--- config.mk ---
export PLATFORM = sky130hd
export DESIGN_NAME = seg7_regs
export DESIGN_NICKNAME = d
export VERILOG_FILES = /design/src/hw/tenyr_bus_settings.svh /design/src/hw/tenyr_bus_pkg.sv /design/src/hw/seg7_regs.sv
export SDC_FILE = /design/constraint.sdc
export NUM_CORES = 1
export LEC_CHECK = 0
export BUFFER_PORTS_ARGS = -buffer_cell sky130_fd_sc_hd__buf_4
export CORE_MARGIN = 2
export CORE_UTILIZATION = 35
export DETAILED_ROUTE_END_ITERATION = 7
export GPL_ROUTABILITY_DRIVEN = 0
export PLACE_DENSITY_LB_ADDON = 0.15
export SLEW_MARGIN = 20
export SYNTH_ARGS = -nofsm -noshare
export SYNTH_HDL_FRONTEND = slang
export SYNTH_SLANG_ARGS = --single-unit
export TNS_END_PERCENT = 30
--- constraint.sdc ---
create_clock -name wb_clk_i -period 2.2 [get_ports wb_clk_i]
set_input_delay 0.33 -clock wb_clk_i [delete_from_list [all_inputs] [get_ports wb_clk_i]]
set_output_delay 0.33 -clock wb_clk_i [all_outputs]
set_load 0.1 [all_outputs]
--- src/hw/tenyr_bus_settings.svh ---
`ifndef TENYR_BUS_SETTINGS_SVH
`define TENYR_BUS_SETTINGS_SVH

// ---------------------------------------------------------------------------
// Data bus address map
// ---------------------------------------------------------------------------

// All addresses are word addresses, so one step moves by a 32-bit word

// Main memory sits at the reset vector and covers 1024 words
`define RESETVECTOR     32'h00001000
`define RAM_MASK        32'hfffffc00

// Word-address width of the RAM, which must agree with RAM_MASK
`define RAM_ABITS       10

// The seven-segment display decodes two registers
`define SEG7_ADDR       32'h00000100
`define SEG7_MASK       32'hfffffffe

// ---------------------------------------------------------------------------
// Display scanning
// ---------------------------------------------------------------------------

// Each digit stays lit for 2**SEG7_SCAN_BITS clock cycles
// A board build at a real core clock would raise this to roughly 16
`define SEG7_SCAN_BITS  4

`endif

--- src/hw/tenyr_bus_pkg.sv ---
package tenyr_bus_pkg;

    // -----------------------------------------------------------------------
    // Bus types
    // -----------------------------------------------------------------------

    // Number of byte lanes in one bus word
    localparam int BUS_BYTES = 4;

    // Data and address word of the tenyr data bus
    typedef logic [8*BUS_BYTES-1:0] bus_word_t;

    // One select bit per byte lane, bit 0 selects bits 7 to 0
    typedef logic [BUS_BYTES-1:0] bus_sel_t;

    // -----------------------------------------------------------------------
    // Display types
    // -----------------------------------------------------------------------

    // Number of digits on the display
    localparam int NUM_DIGITS = 4;

    // A single hex digit as written by software
    typedef logic [3:0] digit_t;

    // Segment pattern driven to the pins, active low
    // Bit 7 is the decimal point, bits 6 to 0 are segments g down to a
    typedef logic [7:0] seg_pattern_t;

    // Pattern with every segment and the decimal point dark
    localparam seg_pattern_t SEG_BLANK = 8'hff;

endpackage

--- src/hw/seg7_regs.sv ---
`timescale 1ns/10ps

module seg7_regs (
    input  logic                                            wb_clk_i,
    input  logic                                            rst_i,
    input  tenyr_bus_pkg::bus_word_t                        adr_i,
    input  tenyr_bus_pkg::bus_word_t                        dat_i,
    output tenyr_bus_pkg::bus_word_t                        dat_o,
    input  logic                                            we_i,
    input  logic                                            stb_i,
    input  logic                                            cyc_i,
    output logic                                            ack_o,
    output tenyr_bus_pkg::digit_t [tenyr_bus_pkg::NUM_DIGITS-1:0] digits_o,
    output logic [tenyr_bus_pkg::NUM_DIGITS-1:0]            dp_o,
    output logic                                            enable_o
);

    logic req;
    logic ctrl_sel;

    // Offset 0 is the digit register, offset 1 the control register
    assign ctrl_sel = adr_i[0];

    assign req = stb_i & cyc_i & ~ack_o;

    // ------------------------------------------------------------------------
    // Control register and acknowledge
    // ------------------------------------------------------------------------

    // Control holds enable in bit 0 and the decimal points in bits 7 to 4
    always_ff @(posedge wb_clk_i) begin
        if (rst_i) begin
            ack_o    <= 1'b0;
            enable_o <= 1'b0;
            dp_o     <= '0;
        end else begin
            ack_o <= req;
            if (req && we_i && ctrl_sel) begin
                enable_o <= dat_i[0];
                dp_o     <= dat_i[7:4];
            end
        end
    end

    // ------------------------------------------------------------------------
    // Digit register and read data
    // ------------------------------------------------------------------------

    // Digit 0 sits in the lowest nibble
    always_ff @(posedge wb_clk_i) begin
        if (req) begin
            if (we_i && !ctrl_sel) begin
                digits_o <= dat_i[15:0];
            end
            if (ctrl_sel) begin
                dat_o <= {24'h000000, dp_o, 3'b000, enable_o};
            end else begin
                dat_o <= {16'h0000, digits_o};
            end
        end
    end

endmodule

==> key figures <==
Timing
  – RSZ-0062 raised after global routing: no
  – Max-slew violations: 0
  – Hold Violations, Final: 0
  – Fmax: about 730 MHz
  – Final setup vio count: 0
  – Final min period: ~1.4 ns
  – Fin crit share: around three fifths
  – Post-layout worst setup margin: roughly 0.84 ns
  – Clk_skew: ~0.0025 ns
  – Final setup TNS: 0 ns

Routing
  – Wire per inst: about 13 um
  – Drt first pass iters: 3
  – Final WL: between 2 and 3 mm
  – Initial DRC count: 25
  – Via density: about 4.2
  – Vias: slightly below 900
  – DRT antenna net count: 0
  – DRC viols: 0

GRT
  – Total track usage: between 10% and 20%
  – Gr ovfl total: 0
  – Vias in the first global route: between 800 and 900
  – Global-route wire length before repair: about 4.2 mm
  – Initial antenna violation count: 0
  – Largest net degree at the start of global routing: 19

Final layout
  – Commonest non-fill, non-tap cell in the layout: buf_4
  – Final Instance Count excl. Fillers: 208
  – Commonest cells after routing, fill and taps aside: buf_4 (61), edfxtp_1 (32), conb_1 (16), nor2b_1 (10), nand2b_1 (10)
  – P&R area growth vs syn: 33.75%
  – Antenna cells: 0
  – Fraction of layout cells with a size suffix above 1: 47.47%
  – Net count, final: ~230

Place
  – Port-buffer cells: 59
  – Pre-CTS setup slack: 0.7607 ns
  – Placed cells: between 200 and 250
  – Post-DP HPWL: 2.023 mm

Power and ir drop
  – Worst vdd ir: ~440 uV
  – Power density cells: around 790 mW/mm2
  – Static Leakage: between 0.0008 and 0.0009 uW

Synthesis
  – Synth unique cells: 17
  – Seq cells post-synth: 38
  – Synth area leader: edfxtp_1
  – Syn Area/Cell: about 16 um2
  – Yosys top cell area share: 63.37%
  – Yosys warnings: 0
  – Post-Synthesis Cells: 95
  – Most area-consuming cells after synthesis: edfxtp_1 (63%), buf_4 (8.4%), dfxtp_1 (7.9%)
  – Register area share after synthesis: around 70%
  – Synth Cell Area: approximately 0.0015 mm2

Critical path
  – Length in cells of the worst reg-to-reg path: 4
  – Largest fanout on the critical path: 17
  – Setup CP Type: reg2reg
  – Worst reg2reg setup slack: about 0.84 ns
  – Startpoint Class: flip-flop
  – Worst EP required: between 2 and 2.5 ns
  – CP endpoint kind: flip-flop
  – Critical Path AT: around 1.6 ns
  – R2r startpoint: ack_o
  – Worst R2R End: dp_o[1]

Die
  – Placeable Area: 0.004086 mm2
  – Core Rows: 23
  – DIE WIDTH: 69.83 um
  – Boundary Pins: 123
  – Initial Util: 37.11%
  – Die height: 69.83 um
  – Die ar.: between 0.004 and 0.005 mm2

Job
  – Max_cap viols: 0

CTS
  – Clk buf depth: 2
  – Setup Buffers After CTS: 0
  – CTS tree: built
  – Cts repair resizes: 0
  – Worst skew pair latency: roughly 0.27 ns
  – CTS H-tree lvls: 2
  – Clock root buffer master: clkbuf_8
  – Num CTS Buffers: 5
  – Worst-path clk slew: 0.07 ns
  – Clock net sink count: 38
  – CTS Hold Buffers Added: 0

Min path
  – Hold path start: dat_i[15]
  – Hold path cells: 1
  – Hold worst-path end: digits_o[15]
  – HP Class: in2reg

Status
  – Status: completed
## worst max-delay path, stage by stage (launching register included)
cell      delay [ns]
dfxtp_1         0.31
nand3b_4        0.17
inv_2           0.29
and3_4          0.31
mux2i_1         0.21
## layout make-up
cell class                      count  area, um2
Fill cell                         377       2058
Sequential cell                    38       1081
Timing Repair Buffer               61      457.9
Multi-Input combinational cell     51      346.6
Clock buffer                        7      76.32
Tap cell                           50      62.56
Inverter                            1      3.754
## logic make-up after synthesis
family | after synthesis | synth area share (%)
buffers and inverters | 21 | 9.900
DFF | 38 | 71.29
muxes | 10 | 7.013
other | 1 | 0.2473
and+or+nand+nor | 25 | 11.55
## cells in the mapped netlist, drive strengths merged
library cell   n
clkbuf         1
buf           19
and2b          1
conb           1
nor2b         10
nand2b        10
and3           1
nor2           1
nor3b          1
dfxtp          6
inv            1
mux2           5
edfxtp        32
mux2i          5
nand3b         1
## metal layers
layer	GRT usage (%)	part of all wire, %	up-vias
li1	-	-	419
met1	11.31	37	409
met2	20.63	54	44
met3	4.215	6.7	4
met4	5.128	1.6	0
met5	0	0	-
## report_power, final
group          internal, uW  switching, uW  leakage (uW)
sequential              804           7.51      0.000344
combinational          64.9            304      0.000461
clock                   218            208     0.0000383
## how the worst max path moves through the flow
stage | endpoint | cells after the start | slack (ns) | from
4_1_cts | dp_o[1] | 4 | 0.80 | ack_o
3_3_place_gp | dp_o[0] | 5 | 0.81 | cyc_i
3_5_place_dp | dp_o[1] | 5 | 0.76 | cyc_i
2_1_floorplan | digits_o[0] | 2 | 0.14 | ack_o
5_1_grt | dp_o[1] | 4 | 0.75 | ack_o
6_report | dp_o[1] | 4 | 0.84 | ack_o
## registers in the layout (all words and copies together), names as in the netlist
register / count
dat_o: 16
digits_o: 16
enable_o: 1
ack_o: 1
dp_o: 4
## through the flow
stage	cell area, um2	hold slack (ns)	util, %	power (uW)
after floorplan	1578	0.4289	-	1151
after global placement	1952	0.4731	47.76	1194
after detailed placement	1952	0.4800	47.76	1199
after CTS	2028	0.2220	49.63	1625
after global routing	2028	0.2111	49.63	1669
final	2028	0.2280	49.63	1606
Note: power is estimated with default switching activity, not from simulation.
