## src/hw/tenyr_bus_settings.svh

```systemverilog
`ifndef TENYR_BUS_SETTINGS_SVH
`define TENYR_BUS_SETTINGS_SVH

// ---------------------------------------------------------------------------
// Data bus address map
// ---------------------------------------------------------------------------

// All addresses are word addresses, so one step moves by a 32-bit word

// Main memory sits at the reset vector and covers 1024 words
`define RESETVECTOR     32'h00001000
`define RAM_MASK        32'hfffffc00

// Word-address width of the RAM, which must agree with RAM_MASK
`define RAM_ABITS       10

// The seven-segment display decodes two registers
`define SEG7_ADDR       32'h00000100
`define SEG7_MASK       32'hfffffffe

// ---------------------------------------------------------------------------
// Display scanning
// ---------------------------------------------------------------------------

// Each digit stays lit for 2**SEG7_SCAN_BITS clock cycles
// A board build at a real core clock would raise this to roughly 16
`define SEG7_SCAN_BITS  4

`endif

```

## src/hw/tenyr_bus_pkg.sv

```systemverilog
package tenyr_bus_pkg;

    // -----------------------------------------------------------------------
    // Bus types
    // -----------------------------------------------------------------------

    // Number of byte lanes in one bus word
    localparam int BUS_BYTES = 4;

    // Data and address word of the tenyr data bus
    typedef logic [8*BUS_BYTES-1:0] bus_word_t;

    // One select bit per byte lane, bit 0 selects bits 7 to 0
    typedef logic [BUS_BYTES-1:0] bus_sel_t;

    // -----------------------------------------------------------------------
    // Display types
    // -----------------------------------------------------------------------

    // Number of digits on the display
    localparam int NUM_DIGITS = 4;

    // A single hex digit as written by software
    typedef logic [3:0] digit_t;

    // Segment pattern driven to the pins, active low
    // Bit 7 is the decimal point, bits 6 to 0 are segments g down to a
    typedef logic [7:0] seg_pattern_t;

    // Pattern with every segment and the decimal point dark
    localparam seg_pattern_t SEG_BLANK = 8'hff;

endpackage

```

## src/hw/seg7_scan.sv

```systemverilog
`include "tenyr_bus_settings.svh"
`timescale 1ns/10ps

module seg7_scan (
    input  logic                                            wb_clk_i,
    input  logic                                            rst_i,
    input  tenyr_bus_pkg::digit_t [tenyr_bus_pkg::NUM_DIGITS-1:0] digits_i,
    input  logic [tenyr_bus_pkg::NUM_DIGITS-1:0]            dp_i,
    input  logic                                            enable_i,
    output tenyr_bus_pkg::seg_pattern_t                     seg_o,
    output logic [tenyr_bus_pkg::NUM_DIGITS-1:0]            an_o
);

    import tenyr_bus_pkg::*;

    logic [`SEG7_SCAN_BITS-1:0] prescale;
    logic [1:0]                 digit_sel;
    seg_pattern_t               pattern;

    // Standard common-anode patterns, segment a in bit 0
    function automatic seg_pattern_t hex_to_seg(input digit_t value);
        case (value)
            4'h0: hex_to_seg = 8'hc0;
            4'h1: hex_to_seg = 8'hf9;
            4'h2: hex_to_seg = 8'ha4;
            4'h3: hex_to_seg = 8'hb0;
            4'h4: hex_to_seg = 8'h99;
            4'h5: hex_to_seg = 8'h92;
            4'h6: hex_to_seg = 8'h82;
            4'h7: hex_to_seg = 8'hf8;
            4'h8: hex_to_seg = 8'h80;
            4'h9: hex_to_seg = 8'h90;
            4'ha: hex_to_seg = 8'h88;
            4'hb: hex_to_seg = 8'h83;
            4'hc: hex_to_seg = 8'hc6;
            4'hd: hex_to_seg = 8'ha1;
            4'he: hex_to_seg = 8'h86;
            default: hex_to_seg = 8'h8e;
        endcase
    endfunction

    // ------------------------------------------------------------------------
    // Digit scan counter
    // ------------------------------------------------------------------------

    // The digit moves on each time the prescaler wraps
    always_ff @(posedge wb_clk_i) begin
        if (rst_i) begin
            prescale  <= '0;
            digit_sel <= '0;
        end else begin
            prescale <= prescale + 1'b1;
            if (&prescale) begin
                digit_sel <= digit_sel + 1'b1;
            end
        end
    end

    // A set decimal point pulls bit 7 low
    always_comb begin
        pattern    = hex_to_seg(digits_i[digit_sel]);
        pattern[7] = ~dp_i[digit_sel];
    end

    // ------------------------------------------------------------------------
    // Pin drivers
    // ------------------------------------------------------------------------

    always_ff @(posedge wb_clk_i) begin
        if (rst_i || !enable_i) begin
            an_o  <= '1;
            seg_o <= SEG_BLANK;
        end else begin
            an_o  <= ~(4'b0001 << digit_sel);
            seg_o <= pattern;
        end
    end

    // A lit digit must never show a pattern built from unwritten digit bits
    a_known_seg: assert property (
        @(posedge wb_clk_i) disable iff (rst_i) (an_o != '1) |-> !$isunknown(seg_o)
    );

endmodule

```

## config.mk

```make
export PLATFORM = sky130hd
export DESIGN_NAME = seg7_scan
export DESIGN_NICKNAME = d
export VERILOG_FILES = /design/src/hw/tenyr_bus_pkg.sv /design/src/hw/seg7_scan.sv
export VERILOG_INCLUDE_DIRS = /design/src /design/src/hw
export SDC_FILE = /design/constraint.sdc
export NUM_CORES = 1
export LEC_CHECK = 0
export ABC_AREA = 1
export CAP_MARGIN = 15
export CORE_MARGIN = 1.5
export CORE_UTILIZATION = 52
export CTS_CLUSTER_SIZE = 28
export DETAILED_ROUTE_END_ITERATION = 16
export DONT_BUFFER_PORTS = 1
export PLACE_DENSITY = 0.7
export RECOVER_POWER = 25
export REMOVE_ABC_BUFFERS = 1
export SYNTH_ARGS = -nofsm -noshare
export SYNTH_HDL_FRONTEND = slang
export SYNTH_SLANG_ARGS = --single-unit
```

## constraint.sdc

```tcl
create_clock -name wb_clk_i -period 1.4 [get_ports wb_clk_i]
set_input_delay 0.28 -clock wb_clk_i [delete_from_list [all_inputs] [get_ports wb_clk_i]]
set_output_delay 0.28 -clock wb_clk_i [all_outputs]
set_load 0.05 [all_outputs]
```

==> summary.md, run 1 <==
| Metric | Value |
|---|---|
| CTS tree | built |
| Switching power | 300 uW |
| Pin count of the biggest net entering global routing | 11 |
| Initial Utilization | 57.4% |
| Post-layout power | 1.06 mW |
| Overall Global Routing Usage | 20.9% |
| Num ports | 35 |
| Yosys reg bits | 18 |
| Combinational power share | 14.9% |
| Relative slew slack | 68.2% |
| Routed length per instance | 12.8 um |
| Area Overhead vs Synth | 31.4% |
| MaxCap Viol Count | 0 |
| Fin cells | 177 |
| Minimum clock period | 1.37 ns |
| Layout fillers | 138 |
| Register share of total power | 56.0% |
| Worst-Margin Slew | 0.476 ns |
| Post-synth EDFFs | 0 |
| Max clock buf depth | 2 |
| Via count | 919 |
| Placed Cells | 166 |
| DR vias/cell | 5.19 |
| Fmax | 0.730 GHz |
| Commonest non-fill, non-tap cell in the layout | nand2_1 |
| DRC errors left | 0 |
| CP Max Fanout | 7 |
| Worst-Skew Late Latency | 0.29 ns |
| Drt total wl | 2270 um |
| Htree depth | 1 |
| Maximum vdd drop | 0.524 mV |
| DR pass1 iterations | 4 |
| Commonest register cell after synthesis | dfxtp_1 |
| Final setup viols | 0 |
| Syn_area_per_cell | 7.64 um^2 |
| YS warnings | 0 |
| Distinct cells, synth | 24 |
| Buffers on Ports | 0 |
| Mapped Area | 1020 um^2 |
| Share of cells above drive strength 1 | 37.5% |
| Area leader, netlist | dfxtp_1 |
| CP Class | reg -> reg |
| Clk network pwr share | 29.0% |
| Max-slew violations | 0 |
| Clock Skew | 0.0142 ns |
| Top post-synthesis cells by area | dfxtp_1 (35%), nand2_1 (16%), ha_1 (13%), nand3_1 (8.8%), nor2_1 (4.0%) |
| CTS hold repair buffers | 0 |
| Data arrival, critical path | 1.55 ns |
| First-pass GRT wire length | 3350 um |
| Number of global-route vias before repair | 779 |
| Reg2Reg Setup Slack | 0.03 ns |
| DP HPWL | 1580 um |
| Initial DRC Count | 8 |
| CP required | 1.58 ns |
| DIE WIDTH | 47.4 um |
| Antenna viol nets, final | 0 |
| TritonCTS Buffers | 3 |
| Setup crit end kind | flop |
| Clock sinks | 18 |
| Worst setup SP type | flop |
| Row count | 15 |
| Post-synth ARST share | 0% |
| GP Congestion | 0.889 |
| Antenna diodes | 0 |
| Initial antenna violation count | 0 |
| NumNets Final | 187 |
| Worst min path class | in -> reg |
| Fin Hold WS | 0.0377 ns |
| Int Power | 756 uW |
| Gate Count Post-Synth | 134 |
| Die H | 47.4 um |
| Final hold vios | 0 |
| Leakage power | 0.582 nW |
| Die area | 2240 um^2 |
| Power density over the cells | 786 nW/um^2 |
| Clock transition at path regs | 0.10 ns |
| Core Box Area | 1780 um^2 |
| Status | finished clean |
| Root buffer cell | clkbuf_4 |
| Register area share after synthesis | 35.2% |
| Crit share post-route | 97.9% |
| Most frequent cells in the layout | nand2_1 (35), dfxtp_1 (16), buf_4 (14) |
| Sw Ratio | 28.4% |
| Post-synth top area share | 35.2% |
| Grt total ovfl | 0 |
-- cells in the mapped netlist, types with 2 or more instances --
cell / number
inv_1: 7
a21oi_1: 2
o21ai_0: 2
nor2_1: 11
inv_2: 2
dfxtp_1: 18
nand3_2: 3
buf_6: 2
ha_1: 11
nand2_4: 3
nand3_1: 18
nand2_1: 43
-- logic make-up (layout without fill, tap and decap cells) --
group                    Yosys count  count (layout)  synth area share (%)
flip-flops                        18              18                  35.2
AO/OA/AOI/OAI                      8               8                  4.89
XOR/XNOR                           1               1                 0.856
adder cells (fa/ha/maj)           11              11                  13.4
buffers and inverters             13              29                  6.48
AND/OR/NAND/NOR                   83              85                  39.1
-- routing by layer --
layer	wire length [um]	vias up	GRT usage, %
met5	0	-	0
met4	47	0	10.0
met3	90	6	2.69
met2	1080	34	30.0
met1	1050	407	30.5
li1	-	472	-
-- power by group through the flow --
stage	Sequential [mW]	Clock, mW	Combinational (mW)
after floorplan	0.606	0	0.0932
after global routing	0.595	0.335	0.179
after global placement	0.608	0	0.114
after detailed placement	0.608	0	0.118
after CTS	0.594	0.316	0.132
final	0.592	0.307	0.158
-- repair_timing --
action | CTS | global route
cloned | 0 | 2
buffers inserted | 2 | 3
resized for setup | 18 | 20
pin swaps | 3 | 11
setup endpoints to repair | 7 | 7
-- final timing paths --
kind,from,endpoint,cells after the start
setup reg to reg,digit_sel[0]$_SDFFE_PP0P_,seg_o[3]$_SDFF_PP1_,9
hold / removal,rst_i,prescale[0]$_SDFF_PP0_,1
setup / recovery,digit_sel[0]$_SDFFE_PP0P_,seg_o[3]$_SDFF_PP1_,9
hold reg to reg,prescale[0]$_SDFF_PP0_,prescale[0]$_SDFF_PP0_,1
-- worst max-delay path, cell delays in order, from the launching register on --
cell      delay (ns)
dfxtp_4         0.39
inv_6           0.09
nand2_2         0.05
nand3_2         0.07
nand2_4         0.09
ha_4            0.28
nand3b_1        0.10
nand3_1         0.07
nand2_1         0.06
nand2_1         0.05
-- state kept, by name (all words and copies together) (netlist names) --
name       flops
seg_o          8
an_o           4
prescale       4
digit_sel      2
-- layout make-up --
type / instances / area (um^2) / area share [%]
inverter: 10 / 50.0 / 3.72
clock buffer: 4 / 36.3 / 2.70
tap: 25 / 31.3 / 2.33
sequential: 18 / 368 / 27.3
multi-input combinational: 105 / 743 / 55.3
timing repair buffer: 15 / 116 / 8.65
-- metrics by stage --
| step | util [%] | setup slack, ns | cell area, um^2 | setup TNS, ns |
|---|---|---|---|---|
| global placement | 61.9 | -0.156 | 1100 | -0.742 |
| CTS | 68.3 | 0.00193 | 1220 | 0 |
| detailed placement | 61.9 | -0.274 | 1100 | -1.49 |
| floorplan | - | -0.259 | 997 | -1.32 |
| global route | 75.4 | -0.0330 | 1350 | -0.101 |
| finish | 75.4 | 0.0301 | 1350 | 0 |
(Power assumes the default switching activity.)
==> run 2: changes to the inputs <==
Settings changed: CELL_PAD_IN_SITES_DETAIL_PLACEMENT set to 1, CELL_PAD_IN_SITES_GLOBAL_PLACEMENT set to 1, CORE_UTILIZATION 52 to 38, PLACE_DENSITY 0.7 to not set, PLACE_DENSITY_LB_ADDON set to 0.1.
==> summary.md, run 2 (synthesis gave the netlist of run 1 again) <==
| Metric | Value |
|---|---|
| Clock sinks | 18 (unchanged) |
| Clock Skew | 0.00116 ns (-0.0130 ns) |
| Power density over the cells | 754 nW/um^2 (-4.0%) |
| CTS tree | built |
| Area Overhead vs Synth | 46.5% |
| Worst-Margin Slew | 0.476 ns (-0.000146 ns) |
| Maximum vdd drop | 0.535 mV (+2.1%) |
| Leakage power | 0.643 nW (+10%) |
| Max reg flops | 8 (unchanged) |
| Worst setup SP type | flop |
| Data arrival, critical path | 1.63 ns (+0.08 ns) |
| CP Max Fanout | 5 (-2) |
| Largest reg by FF count | seg_o |
| DR vias/cell | 5.26 (+1.2%) |
| Drt total wl | 3220 um (+42%) |
| Worst-Skew Late Latency | 0.31 ns (+0.02 ns) |
| Fmax | 0.705 GHz (-3.4%) |
| Commonest non-fill, non-tap cell in the layout | nand2_1 |
| Share of cells above drive strength 1 | 47.1% (+9.6 points) |
| Via count | 983 (+7.0%) |
| Worst setup margin | -0.0184 ns (-0.0485 ns) |
| Final hold vios | 0 (unchanged) |
| Max-slew violations | 0 (unchanged) |
| DIE WIDTH | 54.9 um (+16%) |
| First-pass GRT wire length | 4510 um (+35%) |
| GP Congestion | 0.826 (-7.1%) |
| Final Instance Area | 1500 um^2 (+11%) |
| FF/Latch Area | 365 um^2 (-0.68%) |
| Die H | 54.9 um (+16%) |
| Largest stage delay, worst path | 0.41 ns (+0.02 ns) |
| DRC errors left | 0 (unchanged) |
| CP Class | reg -> reg |
| Setup crit end kind | flop |
| Max clock buf depth | 2 (unchanged) |
| Number of global-route vias before repair | 973 (+25%) |
| Placed instance area | 1130 um^2 (+2.6%) |
| Routed length per instance | 17.2 um (+34%) |
| CP max-delay cell | dfxtp_4 |
| Antenna viol nets, final | 0 (unchanged) |
| CTS hold repair buffers | 0 (unchanged) |
| Crit share post-route | 101% (+3.5 points) |
| Worst min path class | in -> reg |
| Clock transition at path regs | 0.11 ns (about the same) |
| DP HPWL | 2030 um (+28%) |
| Largest regs | seg_o (8), an_o (4), prescale (4) |
| Cells along the critical path | buf_6 > nand2_4 > nand3_4 > nand2_4 > buf_6 > ha_4 > nand3_4 > nand3_2 > nand2_2 > nand2_1 |
| Pin count of the biggest net entering global routing | 11 (unchanged) |
| NumNets Final | 192 (+2.7%) |
| Status | complete, but fails checks |
| Relative slew slack | 68.2% (about the same) |
| MaxCap Viol Count | 0 (unchanged) |
| TritonCTS Buffers | 3 (unchanged) |
| Placed Cells | 174 (+4.8%) |
| Overall Global Routing Usage | 21.6% (+0.63 points) |
| Num ports | 35 (unchanged) |
| Initial Utilization | 40.6% (-17 points) |
| Post-layout power | 1.13 mW (+7.0%) |
| Htree depth | 1 (unchanged) |
| Initial DRC Count | 3 (-5) |
| Final Util | 59.4% (-16 points) |
| Fin cells | 187 (+5.6%) |
| CP required | 1.61 ns (+0.03 ns) |
| Antenna diodes | 0 (unchanged) |
| Core Box Area | 2520 um^2 (+41%) |
| Layout fillers | 305 (+120%) |
| Final setup viols | 1 (+1) |
| Footprint of the multi-input gates | 851 um^2 (+14%) |
| Most frequent cells in the layout | nand2_1 (31), buf_4 (17), dfxtp_1 (16) |
| Minimum clock period | 1.42 ns (+0.0485 ns) |
| Die area | 3010 um^2 (+34%) |
| DR pass1 iterations | 7 (+3) |
| Initial antenna violation count | 0 (unchanged) |
| Row count | 18 (+3) |
| Failing checks | negative setup slack |
| Buffers on Ports | 0 (unchanged) |
| Grt total ovfl | 0 (unchanged) |
| RSZ-0062 raised after global routing | true |
| Root buffer cell | clkbuf_4 |
[run 2: timing repair]
item | 4_1_cts | 5_1_grt
pin swaps | 8 | 14
gates cloned | 1 | 1
resized for setup | 29 | 31
setup endpoints to repair | 7 | 7
setup buffers | 2 | 5
[run 2: final timing paths]
check | from | end | slack [ns] | cells past startpoint
worst min register to register | prescale[0]$_SDFF_PP0_ | prescale[0]$_SDFF_PP0_ | 0.45 | 1
worst max register to register | digit_sel[0]$_SDFFE_PP0P_ | seg_o[0]$_SDFF_PP1_ | -0.02 | 10
worst max-delay path | digit_sel[0]$_SDFFE_PP0P_ | seg_o[0]$_SDFF_PP1_ | -0.02 | 10
worst min-delay path | rst_i | prescale[0]$_SDFF_PP0_ | 0.02 | 1
[run 2: worst max-delay path, delay by kind of cell, from the launching register on]
kind | cells | cell delay [ns]
simple gates | 7 | 0.48
buf+inv | 2 | 0.27
fa+ha+maj | 1 | 0.16
flops | 1 | 0.41
[run 2: per-stage QoR]
stage,setup TNS (ns),hold WS (ns),setup WS (ns)
floorplan,-1.32,0.347,-0.259
global placement,-0.488,0.348,-0.137
detailed placement,-0.716,0.351,-0.158
CTS,0,0.0153,0.00203
global route,-0.467,0.0122,-0.0822
finish,-0.0184,0.0197,-0.0184
[run 2: per-layer routing]
metal / vias up / track usage, % / part of all wire [%]
met4: 0 / 10.6 / 1.6
li1: 481 / - / -
met5: - / 0 / 0
met2: 28 / 37.3 / 52
met1: 468 / 24.6 / 43
met3: 6 / 5.38 / 3.5
[run 2: layout make-up]
cell class                 instances  share of cell area, %
multi-input combinational        105                   56.8
sequential                        18                   24.4
timing repair buffer              20                   10.8
inverter                          10                   3.17
tap                               30                   2.50
clock buffer                       4                   2.42
[run 2: power by group]
| group | internal (mW) | leakage (nW) | switching, mW |
|---|---|---|---|
| registers | 0.532 | 0.149 | 0.0622 |
| logic | 0.0799 | 0.473 | 0.116 |
| clock network | 0.159 | 0.0210 | 0.181 |
